### src/source/wed_pkg.sv
// Fixed 128-byte descriptor line in two 64-byte beats; CSR fields sit in the low 320 bits

package wed_pkg;

  // --------------------------------------------------
  // Widths
  // --------------------------------------------------
  localparam int unsigned LINE_BITS = 1024;              // One cache line
  localparam int unsigned HALF_BITS = LINE_BITS / 2;     // One data beat
  localparam int unsigned ADDR_BITS = 64;                // Host address
  localparam int unsigned TAG_BITS  = 4;                 // Read tag

  // Bits taken by the named CSR fields
  localparam int unsigned CSR_USED_BITS = 2 * 32 + 4 * 64;
  localparam int unsigned RESERVED_BITS = LINE_BITS - CSR_USED_BITS;

  // --------------------------------------------------
  // Descriptor layout
  // --------------------------------------------------
  // Packed struct lists MSB first, so vertex_count lands in bit 0
  typedef struct packed {
    logic [RESERVED_BITS-1:0] reserved;             // Upper spare bits
    logic [63:0]              edge_weight_addr;
    logic [63:0]              edge_dst_addr;
    logic [63:0]              edge_src_addr;
    logic [63:0]              vertex_offsets_addr;
    logic [31:0]              edge_count;
    logic [31:0]              vertex_count;         // Low 32 bits of half 0
  } wed_csr_t;

  // Same line seen as two beats or as CSR fields
  typedef union packed {
    logic [1:0][HALF_BITS-1:0] raw;                 // Half 0 in low bits
    wed_csr_t                  csr;
  } wed_line_t;

  // --------------------------------------------------
  // Memory response codes
  // --------------------------------------------------
  typedef enum logic [1:0] {
    RSP_DONE   = 2'd0,   // Read completed
    RSP_FAILED = 2'd1,   // Read failed, retry
    RSP_OTHER  = 2'd2    // Anything else, treated as failure
  } rsp_code_t;

  // --------------------------------------------------
  // Fetch FSM states
  // --------------------------------------------------
  typedef enum logic [2:0] {
    WED_IDLE    = 3'd0,  // Waiting for start
    WED_REQ     = 3'd1,  // Command presented
    WED_WAIT    = 3'd2,  // Read outstanding
    WED_CHECK   = 3'd3,  // Success, retry or error
    WED_DELIVER = 3'd4   // Descriptor presented
  } wed_state_t;

endpackage

### src/source/wed_control.sv
// One read in flight at a time; the 4-bit tag wraps, so traffic 16 attempts old is not filtered
`timescale 1ns/1ps

module wed_control import wed_pkg::*; #(
  parameter int unsigned MAX_RETRIES = 2
) (
  input  logic                 clock,
  input  logic                 rstn,
  // Start request
  input  logic                 start_valid,
  input  logic [ADDR_BITS-1:0] start_address,
  output logic                 start_ready,
  // Read command
  output logic                 cmd_valid,
  output logic [ADDR_BITS-1:0] cmd_address,
  output logic [TAG_BITS-1:0]  cmd_tag,
  input  logic                 cmd_ready,
  // Read response
  input  logic                 rsp_valid,
  input  logic [TAG_BITS-1:0]  rsp_tag,
  input  rsp_code_t            rsp_code,
  // Timer
  output logic                 timer_clear,
  output logic                 timer_run,
  input  logic                 timer_expired,
  // Line assembler
  output logic [TAG_BITS-1:0]  expected_tag,
  output logic                 line_clear,
  output logic                 decode_load,
  input  logic                 line_complete,
  // Descriptor out
  output logic                 wed_valid,
  output logic                 wed_error,
  input  logic                 wed_ready
);

  localparam int unsigned RETRY_BITS = $clog2(MAX_RETRIES + 2);

  wed_state_t            state, next_state;
  logic [ADDR_BITS-1:0]  addr_q;       // Descriptor address for all attempts
  logic [TAG_BITS-1:0]   tag_q;        // Tag of the current attempt
  logic [RETRY_BITS-1:0] retry_cnt;    // Retries used so far
  logic                  rsp_done_q;   // Last attempt ended with RSP_DONE
  logic                  error_q;

  logic start_fire;
  logic cmd_fire;
  logic rsp_hit;
  logic check_ok;
  logic retry_go;
  logic give_up;

  // --------------------------------------------------
  // Events
  // --------------------------------------------------
  assign start_fire = start_valid && start_ready;
  assign cmd_fire   = cmd_valid && cmd_ready;
  assign rsp_hit    = (state == WED_WAIT) && rsp_valid && (rsp_tag == tag_q); // Own tag only

  // Attempt outcome, only meaningful in WED_CHECK
  assign check_ok = (state == WED_CHECK) && rsp_done_q && line_complete;
  assign retry_go = (state == WED_CHECK) && !check_ok &&
                    (retry_cnt < RETRY_BITS'(MAX_RETRIES));
  assign give_up  = (state == WED_CHECK) && !check_ok && !retry_go;

  // --------------------------------------------------
  // Next state
  // --------------------------------------------------
  always_comb begin
    next_state = state;
    case (state)
      WED_IDLE: begin
        if (start_fire) next_state = WED_REQ;
      end
      WED_REQ: begin
        if (cmd_fire) next_state = WED_WAIT;          // Hold under back-pressure
      end
      WED_WAIT: begin
        if (rsp_hit || timer_expired) next_state = WED_CHECK;
      end
      WED_CHECK: begin
        if (retry_go) next_state = WED_REQ;           // Reissue with a fresh tag
        else next_state = WED_DELIVER;                // Good line or out of retries
      end
      WED_DELIVER: begin
        if (wed_ready) next_state = WED_IDLE;
      end
      default: next_state = WED_IDLE;
    endcase
  end

  always_ff @(posedge clock or negedge rstn) begin
    if (!rstn) begin
      state <= WED_IDLE;
    end else begin
      state <= next_state;
    end
  end

  // --------------------------------------------------
  // Attempt bookkeeping
  // --------------------------------------------------
  always_ff @(posedge clock or negedge rstn) begin
    if (!rstn) begin
      tag_q      <= '0;
      retry_cnt  <= '0;
      rsp_done_q <= 1'b0;
      error_q    <= 1'b0;
    end else begin
      if (start_fire) begin
        tag_q     <= tag_q + 1'b1;                    // New tag per attempt
        retry_cnt <= '0;
      end else if (retry_go) begin
        tag_q     <= tag_q + 1'b1;
        retry_cnt <= retry_cnt + 1'b1;
      end
      // Response wins over expiry on the same cycle
      if (rsp_hit) begin
        rsp_done_q <= (rsp_code == RSP_DONE);
      end else if ((state == WED_WAIT) && timer_expired) begin
        rsp_done_q <= 1'b0;
      end
      if (check_ok) error_q <= 1'b0;
      else if (give_up) error_q <= 1'b1;
    end
  end

  // Loaded once per start and reused on retries
  always_ff @(posedge clock) begin
    if (start_fire) begin
      addr_q <= start_address;
    end
  end

  // --------------------------------------------------
  // Outputs
  // --------------------------------------------------
  assign start_ready  = (state == WED_IDLE);
  assign cmd_valid    = (state == WED_REQ);
  assign cmd_address  = addr_q;                       // Stable until next start
  assign cmd_tag      = tag_q;
  assign timer_clear  = cmd_fire;                     // Count from zero in WED_WAIT
  assign timer_run    = (state == WED_WAIT);
  assign expected_tag = tag_q;
  assign line_clear   = start_fire || retry_go;       // Empty line before each attempt
  assign decode_load  = check_ok;
  assign wed_valid    = (state == WED_DELIVER);
  assign wed_error    = error_q;

endmodule

### src/source/wed_timeout_counter.sv
// TIMEOUT_CYCLES must be at least 1; expiry fires once per clear, on the last allowed wait cycle
`timescale 1ns/1ps

module wed_timeout_counter #(
  parameter int unsigned TIMEOUT_CYCLES = 64
) (
  input  logic clock,
  input  logic rstn,
  input  logic timer_clear,
  input  logic timer_run,
  output logic timer_expired
);

  // One extra code so the counter can park past the limit
  localparam int unsigned CNT_BITS = $clog2(TIMEOUT_CYCLES + 1);
  localparam logic [CNT_BITS-1:0] LAST_CYCLE = CNT_BITS'(TIMEOUT_CYCLES - 1);
  localparam logic [CNT_BITS-1:0] PARKED     = CNT_BITS'(TIMEOUT_CYCLES);

  logic [CNT_BITS-1:0] wait_cnt;   // Cycles spent running since clear

  // --------------------------------------------------
  // Wait counter
  // --------------------------------------------------
  always_ff @(posedge clock or negedge rstn) begin
    if (!rstn) begin
      wait_cnt <= '0;
    end else if (timer_clear) begin
      wait_cnt <= '0;                                 // Clear beats run
    end else if (timer_run && (wait_cnt != PARKED)) begin
      wait_cnt <= wait_cnt + 1'b1;                    // Saturate at PARKED
    end
  end

  // Single pulse on the TIMEOUT_CYCLES-th running cycle
  assign timer_expired = timer_run && (wait_cnt == LAST_CYCLE);

endmodule

### src/source/wed_line_assembler.sv
// Beats with a foreign tag are dropped; a repeated beat for the same half overwrites the first
`timescale 1ns/1ps

module wed_line_assembler import wed_pkg::*; (
  input  logic                 clock,
  input  logic                 rstn,
  // From control
  input  logic                 line_clear,
  input  logic [TAG_BITS-1:0]  expected_tag,
  input  logic                 decode_load,
  // Data beats
  input  logic                 data_valid,
  input  logic [TAG_BITS-1:0]  data_tag,
  input  logic                 data_half,
  input  logic [HALF_BITS-1:0] data,
  // To control and output
  output logic                 line_complete,
  output wed_csr_t             wed_fields
);

  wed_line_t  line_q;      // Assembled line, raw and CSR views
  logic [1:0] arrived;     // One bit per half
  logic       beat_hit;

  // Only beats for the current attempt count
  assign beat_hit = data_valid && (data_tag == expected_tag);

  // --------------------------------------------------
  // Line storage
  // --------------------------------------------------
  always_ff @(posedge clock) begin
    if (beat_hit) begin
      line_q.raw[data_half] <= data;                  // Either order
    end
  end

  // --------------------------------------------------
  // Arrival tracking
  // --------------------------------------------------
  always_ff @(posedge clock or negedge rstn) begin
    if (!rstn) begin
      arrived <= 2'b00;
    end else if (line_clear) begin
      arrived <= 2'b00;                               // Old attempt traffic discarded
    end else if (beat_hit) begin
      arrived[data_half] <= 1'b1;
    end
  end

  assign line_complete = &arrived;

  // --------------------------------------------------
  // Decoded CSR fields
  // --------------------------------------------------
  // Zeroed per attempt, so an error delivery shows all zeros
  always_ff @(posedge clock or negedge rstn) begin
    if (!rstn) begin
      wed_fields <= '0;
    end else if (line_clear) begin
      wed_fields <= '0;
    end else if (decode_load) begin
      wed_fields <= line_q.csr;                       // Same bits, field view
    end
  end

endmodule

### src/source/wed_fetch_top.sv
// Needs TIMEOUT_CYCLES >= 1; reserved descriptor bits are decoded but not brought out
`timescale 1ns/1ps

module wed_fetch_top import wed_pkg::*; #(
  parameter int unsigned TIMEOUT_CYCLES = 64,
  parameter int unsigned MAX_RETRIES    = 2
) (
  input  logic                 clock,
  input  logic                 rstn,
  // Start
  input  logic                 start_valid,
  input  logic [ADDR_BITS-1:0] start_address,
  output logic                 start_ready,
  // Command
  output logic                 cmd_valid,
  output logic [ADDR_BITS-1:0] cmd_address,
  output logic [TAG_BITS-1:0]  cmd_tag,
  input  logic                 cmd_ready,
  // Data beats
  input  logic                 data_valid,
  input  logic [TAG_BITS-1:0]  data_tag,
  input  logic                 data_half,
  input  logic [HALF_BITS-1:0] data,
  // Response
  input  logic                 rsp_valid,
  input  logic [TAG_BITS-1:0]  rsp_tag,
  input  rsp_code_t            rsp_code,
  // Descriptor out
  output logic                 wed_valid,
  output logic                 wed_error,
  output logic [31:0]          wed_vertex_count,
  output logic [31:0]          wed_edge_count,
  output logic [63:0]          wed_vertex_offsets_addr,
  output logic [63:0]          wed_edge_src_addr,
  output logic [63:0]          wed_edge_dst_addr,
  output logic [63:0]          wed_edge_weight_addr,
  input  logic                 wed_ready
);

  logic                timer_clear, timer_run, timer_expired;
  logic [TAG_BITS-1:0] expected_tag;
  logic                line_clear, decode_load, line_complete;
  wed_csr_t            wed_fields;

  // --------------------------------------------------
  // Blocks
  // --------------------------------------------------
  wed_control #(.MAX_RETRIES(MAX_RETRIES)) wed_control_i (.*);

  wed_timeout_counter #(.TIMEOUT_CYCLES(TIMEOUT_CYCLES)) wed_timeout_counter_i (.*);

  wed_line_assembler wed_line_assembler_i (.*);

  // Named field outputs
  assign wed_vertex_count        = wed_fields.vertex_count;
  assign wed_edge_count          = wed_fields.edge_count;
  assign wed_vertex_offsets_addr = wed_fields.vertex_offsets_addr;
  assign wed_edge_src_addr       = wed_fields.edge_src_addr;
  assign wed_edge_dst_addr       = wed_fields.edge_dst_addr;
  assign wed_edge_weight_addr    = wed_fields.edge_weight_addr;

endmodule

### config.mk
export PLATFORM = sky130hd
export DESIGN_NAME = wed_fetch_top
export DESIGN_NICKNAME = d
export VERILOG_FILES = /design/src/source/wed_pkg.sv /design/src/source/wed_control.sv /design/src/source/wed_timeout_counter.sv /design/src/source/wed_line_assembler.sv /design/src/source/wed_fetch_top.sv
export SDC_FILE = /design/constraint.sdc
export NUM_CORES = 1
export LEC_CHECK = 0
export BUFFER_PORTS_ARGS = -buffer_cell sky130_fd_sc_hd__buf_2
export CORE_AREA = 2 2 387 389
export CTS_BUF_LIST = sky130_fd_sc_hd__clkbuf_8
export CTS_CLUSTER_DIAMETER = 120
export DETAILED_ROUTE_END_ITERATION = 16
export DIE_AREA = 0 0 389 391
export HOLD_SLACK_MARGIN = 0.06
export SYNTH_ARGS = -nofsm -noshare
export SYNTH_HDL_FRONTEND = slang
export SYNTH_SLANG_ARGS = --single-unit
### constraint.sdc
create_clock -name clock -period 29.5 [get_ports clock]
set_input_delay 5.9 -clock clock [delete_from_list [all_inputs] [get_ports clock]]
set_output_delay 5.9 -clock clock [all_outputs]
set_load 0.01 [all_outputs]
==> impl_metrics.toml, run 1 <==
[outcome]
status = "completed"

[layout]
final_common_cell = "buf_2"
finish.net_count = 3327
synthToLayoutAreaGrowth_pct = 33.16
final_cell_mix = "buf_2, nand2_1, edfxtp_1, dfrtp_1, a21oi_1"
drive_above_1_share_pct = 35.07
fillers = 15935

[timing]
rsz0062_at_grt = "false"
max_freq_mhz = 113.4
min_period_over_period_pct = 29.90
setup_viol_count_final = 0
timing.hold.ws_ns = 0.4776
hold_viol_final = 0
setup_tns_ns = 0
fin_skew_ns = 0.05051
relSlewSlack_pct = 15.72
worstMarginPinSlew_ns = 1.264
setup_slack_ns = 20.68
finalMaxSlewViolations = 0
min_period_ns = 8.820

[clock_network]
cts_buffers = 132
h-tree-depth = 4
clkTransAtPathRegs_ns = 0.06
cts_resized = 0
cts_sinks = 724
postCtsSetupBuffers = 0
insertion_delay_ns = 0.82
cts-root-buf = "clkbuf_8"
holdBufCountCts = 0
clockBufferDepth = 3
tritoncts = "yes"

[power_and_ir_drop]
leakagePower_nw = 14.54
peakVddDrop_v = 0.00008383
powerDensity_mw_per_mm2 = 68.34

[detailed_routing]
drc = 0
wl_mm = 82.83
drt-pass1-iter-count = 5
vias = 17874
routed_via_density = 3.733
ant_nets = 0
post_drt_wl_per_cell_um = 17.30
drtIter0Drc = 797

[logic_synthesis]
synthFlopType = "edfxtp_1"
syn_area_mm2 = 0.02543
yosysWarnings = 0
synth.distinct_cells = 42
async_flop_share_pct = 46.96
ys_ff_latch = 724
synth_area_leader_cell = "edfxtp_1"
synth_nets = 2488
syn_area_per_cell_um2 = 13.45
synth-edff-count = 384
seq_area_frac_synth_pct = 78.80
synthTopCellsByArea = "edfxtp_1, dfrtp_1, nand2_1"
synth_top_area_share_pct = 45.35
syn_inst = 1891

[die]
die_w_um = 389
die_h_um = 391
die-area_mm2 = 0.1521
rows = 142
core_area_mm2 = 0.1485
io_pins = 986
start_util_pct = 17.12

[min_path]
hold_depth = 2
hold_path.class = "reg -> reg"

[worst_setup_path]
required_ns = 29.92
end_kind = "flip-flop"
rr_worst_depth = 7
cp-start-kind = "input pin"
critPathArrivalTime_ns = 9.24
path_class = "in -> reg"
cp_max_fo = 62

[grt]
grt_max_degree = 170
grt_pass1_vias = 18133
grt_pass1_wl_mm = 118.9
grt_overflow = 0
grtUsageTotal_pct = 10.48
antenna_found_initial = 22

[placement]
portBuffers = 793
finalWeightedCongestion = 0.8139
hpwl_mm = 57.42
place_ws_ns = 19.79

[flow_run]
maxCapViolCount = 0
-- worst max-delay path, stage by stage --
cell	delay, ns
buf_2	0.10
xnor2_1	0.15
nand3_1	0.14
nor3_2	0.17
buf_4	0.37
buf_4	0.71
buf_4	0.78
buf_4	0.70
-- through the flow --
step	instances	util [%]	total power [mW]	area, um^2
after detailed placement	4540	21.08	1.424	31310
after global placement	4540	21.08	1.417	31310
final	4788	22.80	2.314	33860
after global routing	4786	22.79	2.426	33860
after CTS	4781	22.79	2.360	33840
after floorplan	1891	-	1.346	25430
-- cells by family (layout without fill, tap and decap cells) --
logic type                 Yosys count  count (layout)  synth area share [%]
AOI/OAI and AO/OA                  339             339                 6.829
adders and majority gates            3               3                0.1476
DFF                                724             724                 78.80
other                                0               7                     0
buffers and inverters              118            1064                 3.065
and+or+nand+nor                    690             690                 10.55
muxes                                3               3                0.1230
xor gates and xnor gates            14              14                0.4822
-- synth_stat cells (3+ instances only) --
master,number
buf_2,41
clkbuf_1,3
nand3_1,6
xnor2_1,10
inv_1,7
nor3b_1,3
xor2_1,4
edfxtp_1,384
buf_4,58
buf_6,9
nand4_1,3
a21oi_1,325
dfrtp_1,340
nand2_1,646
nand2b_1,4
nor2_1,14
ha_1,3
-- state kept, by name, indices dropped and copies added (netlist names) --
register                         count
wed_control_i.cmd_address           64
wed_control_i.cmd_tag                4
wed_control_i.retry_cnt              2
wed_control_i.rsp_done_q             1
wed_control_i.state                  3
wed_control_i.wed_error              1
wed_line_assembler_i.arrived         2
wed_line_assembler_i.line_q        320
wed_line_assembler_i.wed_fields    320
wed_timeout_counter_i.wait_cnt       7
-- routing by layer --
| layer | global-route usage [%] | share of wire, % | vias to the layer above | routed length, um |
|---|---|---|---|---|
| li1 | - | - | 8152 | - |
| met4 | 4.264 | 2.8 | 18 | 2312 |
| met2 | 16.29 | 46 | 742 | 38130 |
| met1 | 12.67 | 41 | 8818 | 33950 |
| met3 | 4.560 | 10 | 144 | 8340 |
| met5 | 0 | 0.12 | - | 103 |
-- power breakdown --
| part | switching [mW] | internal [mW] | leakage, nW | total, mW |
|---|---|---|---|---|
| logic | 0.183 | 0.0648 | 4.81 | 0.248 |
| registers | 0.0250 | 1.13 | 8.21 | 1.15 |
| clock network | 0.436 | 0.479 | 1.52 | 0.916 |
| total | 0.644 | 1.67 | 14.5 | 2.31 |
-- cell type report --
class                           instances  area, um^2  area share [%]
Antenna cell                            7       17.52         0.05173
Clock buffer                          147        2023           5.975
Clock inverter                         94       511.7           1.511
Inverter                                7       26.28         0.07760
Multi-Input combinational cell       1049        4634           13.69
Sequential cell                       724       20040           59.18
Tap cell                             1944        2432           7.183
Timing Repair Buffer                  816        4177           12.33
-- final timing paths --
kind	end	from	slack, ns
max in group asynchronous	wed_line_assembler_i.wed_fields[41]	rstn	22.43
hold reg to reg	wed_line_assembler_i.wed_fields[96]	wed_line_assembler_i.line_q[96]	0.48
hold / removal	wed_line_assembler_i.wed_fields[96]	wed_line_assembler_i.line_q[96]	0.48
setup reg to reg	wed_line_assembler_i.line_q[115]	wed_control_i.cmd_tag[0]	25.36
setup / recovery	wed_line_assembler_i.line_q[115]	data_tag[3]	20.68
min in group asynchronous	wed_line_assembler_i.wed_fields[292]	rstn	5.10
Note: power is estimated with default switching activity, not from simulation.
==> run 2, diff against run 1 <==
--- a/config.mk
+++ b/config.mk
@@ -5,12 +5,13 @@
 export SDC_FILE = /design/constraint.sdc
 export NUM_CORES = 1
 export LEC_CHECK = 0
+export ABC_AREA = 1
 export BUFFER_PORTS_ARGS = -buffer_cell sky130_fd_sc_hd__buf_2
-export CORE_AREA = 2 2 387 389
+export CORE_AREA = 2 2 388 390
 export CTS_BUF_LIST = sky130_fd_sc_hd__clkbuf_8
 export CTS_CLUSTER_DIAMETER = 120
 export DETAILED_ROUTE_END_ITERATION = 16
-export DIE_AREA = 0 0 389 391
+export DIE_AREA = 0 0 390 392
 export HOLD_SLACK_MARGIN = 0.06
 export SYNTH_ARGS = -nofsm -noshare
 export SYNTH_HDL_FRONTEND = slang
==> constraint.sdc (replaced) <==
create_clock -name clock -period 9.06 [get_ports clock]
set_input_delay 1.812 -clock clock [delete_from_list [all_inputs] [get_ports clock]]
set_output_delay 1.812 -clock clock [all_outputs]
set_load 0.01 [all_outputs]
==> run 2 against run 1 <==
Effect of this change:
- die area rose by 0.51%
- design area grew 0.73%
- count of clock-buffer cells in the layout fell by 4
- critical path type unchanged
==> impl_metrics.toml, run 2 <==
[outcome]
status = "completed"

[timing]
finalMaxSlewViolations = 0
hold_viol_final = 0
setup_viol_count_final = 0
rsz0062_at_grt = "false"
worstMarginPinSlew_ns = 1.310
min_period_ns = 3.692
min_period_over_period_pct = 40.75
setup_tns_ns = 0
fin_skew_ns = 0.03841
max_freq_mhz = 270.8
relSlewSlack_pct = 12.69
timing.hold.ws_ns = 0.4665

[detailed_routing]
drc = 0
post_drt_wl_per_cell_um = 17.67
drtIter0Drc = 800
wl_mm = 85.44
drt-pass1-iter-count = 5
ant_nets = 0
routed_via_density = 3.739
vias = 18082

[logic_synthesis]
syn_area_mm2 = 0.02545
synth.distinct_cells = 25
synth_area_leader_cell = "edfxtp_1"
synth_top_area_share_pct = 45.32
synthFlopType = "edfxtp_1"
synthTopCellsByArea = "edfxtp_1, dfrtp_1, nand2_1"
synth_nets = 2531
ys_ff_latch = 724
async_flop_share_pct = 46.96
synth_commonest_cells = "nand2_1, edfxtp_1, dfrtp_1, a21oi_1, buf_2"
seq_area_frac_synth_pct = 78.75
post-synth-top-count-cell = "nand2_1"
yosysWarnings = 0
syn_inst = 1934
synth-edff-count = 384
syn_area_per_cell_um2 = 13.16

[worst_setup_path]
cp_max_fo = 120
rr_worst_depth = 6
critPathArrivalTime_ns = 4.09
end_kind = "flip-flop"
crit_path_max_incr_delay_ns = 0.65
slowest_stage = "nor2_4"
path_cells = "buf_2 > inv_1 > nor2_1 > nor3_1 > nand3_1 > nor2_4 > buf_4 > buf_12"
path_class = "in -> reg"
cp-start-kind = "input pin"
required_ns = 9.46

[clock_network]
tritoncts = "yes"
clkTransAtPathRegs_ns = 0.06
h-tree-depth = 4
insertion_delay_ns = 0.81
clockBufferDepth = 3
cts_sinks = 724
cts-root-buf = "clkbuf_8"
postCtsSetupBuffers = 0
cts_resized = 0
cts_buffers = 133
holdBufCountCts = 0

[grt]
antenna_found_initial = 28
grtUsageTotal_pct = 10.72
grt_pass1_vias = 17951
grt_max_degree = 182
grt_pass1_wl_mm = 121.0
grt_overflow = 0

[min_path]
hold_path.class = "reg -> reg"
hold_depth = 1

[die]
die-area_mm2 = 0.1529
start_util_pct = 17.09
die_w_um = 390
die_h_um = 392
io_pins = 986
core_area_mm2 = 0.1489
rows = 142

[placement]
hpwl_mm = 59.47
portBuffers = 793
finalWeightedCongestion = 0.8075

[layout]
synthToLayoutAreaGrowth_pct = 34.05
final_common_cell = "buf_2"
fillers = 16017
finish.net_count = 3371
drive_above_1_share_pct = 34.67
final_cell_mix = "buf_2, nand2_1, edfxtp_1, dfrtp_1, a21oi_1"

[power_and_ir_drop]
powerDensity_mw_per_mm2 = 235.5
peakVddDrop_v = 0.0001879
leakagePower_nw = 14.73

[flow_run]
maxCapViolCount = 0
[run 2: report_power, final]
group / switching, mW / total [mW] / internal [mW]
combinational: 0.762 / 1.02 / 0.254
sequential: 0.0997 / 3.82 / 3.72
clock: 1.49 / 3.20 / 1.72
total: 2.35 / 8.03 / 5.69
[run 2: final timing paths]
check / slack [ns] / end / start
setup / recovery: 5.37 / wed_line_assembler_i.line_q[53] / data_tag[0]
hold / removal: 0.47 / wed_control_i.retry_cnt[0] / wed_control_i.retry_cnt[0]
setup reg to reg: 5.82 / wed_line_assembler_i.wed_fields[252] / wed_line_assembler_i.arrived[1]
hold reg to reg: 0.47 / wed_control_i.retry_cnt[0] / wed_control_i.retry_cnt[0]
max in group asynchronous: 6.57 / wed_line_assembler_i.wed_fields[179] / rstn
min in group asynchronous: 1.06 / wed_line_assembler_i.wed_fields[136] / rstn
[run 2: cell type report]
cell class / count / area, um^2 / share of cell area [%]
timing repair buffer: 812 / 4184 / 12.27
sequential: 724 / 20040 / 58.75
antenna: 8 / 20.02 / 0.05869
multi-input combinational: 1078 / 4609 / 13.51
tap: 1944 / 2432 / 7.131
clock inverter: 102 / 749.5 / 2.197
inverter: 25 / 106.4 / 0.3118
clock buffer: 143 / 1968 / 5.770
[run 2: cell families after synthesis]
kind of cell             share of synthesized area (%)
XOR/XNOR                                        0.2754
adder cells (fa/ha/maj)                         0.1475
buffers and inverters                            3.201
flip-flops                                       78.75
AND/OR/NAND/NOR                                  11.00
AO/OA/AOI/OAI                                    6.623
[run 2: stage by stage]
stage	power, mW	cell area [um^2]	utilization (%)	setup WS, ns	std cells
CTS	8.189	34090	22.90	5.285	4828
floorplan	4.435	25450	-	1.637	1934
detailed placement	4.917	31370	21.07	4.585	4583
global placement	4.899	31370	21.07	4.548	4583
finish	8.034	34110	22.91	5.368	4836
global route	8.430	34100	22.90	5.261	4832
[run 2: metal layers]
layer  wire, um  GRT usage, %  vias to the layer above
met2      38820         16.41                      754
met4       2426         4.128                       20
met5        132             0                        -
li1           -             -                     8271
met3       9494         5.234                      164
met1      34570         12.89                     8873
[run 2: worst max-delay path, delay by kind of cell]
family	cells	cell delay, ns
buffers and inverters	4	0.87
AND/OR/NAND/NOR	4	1.08
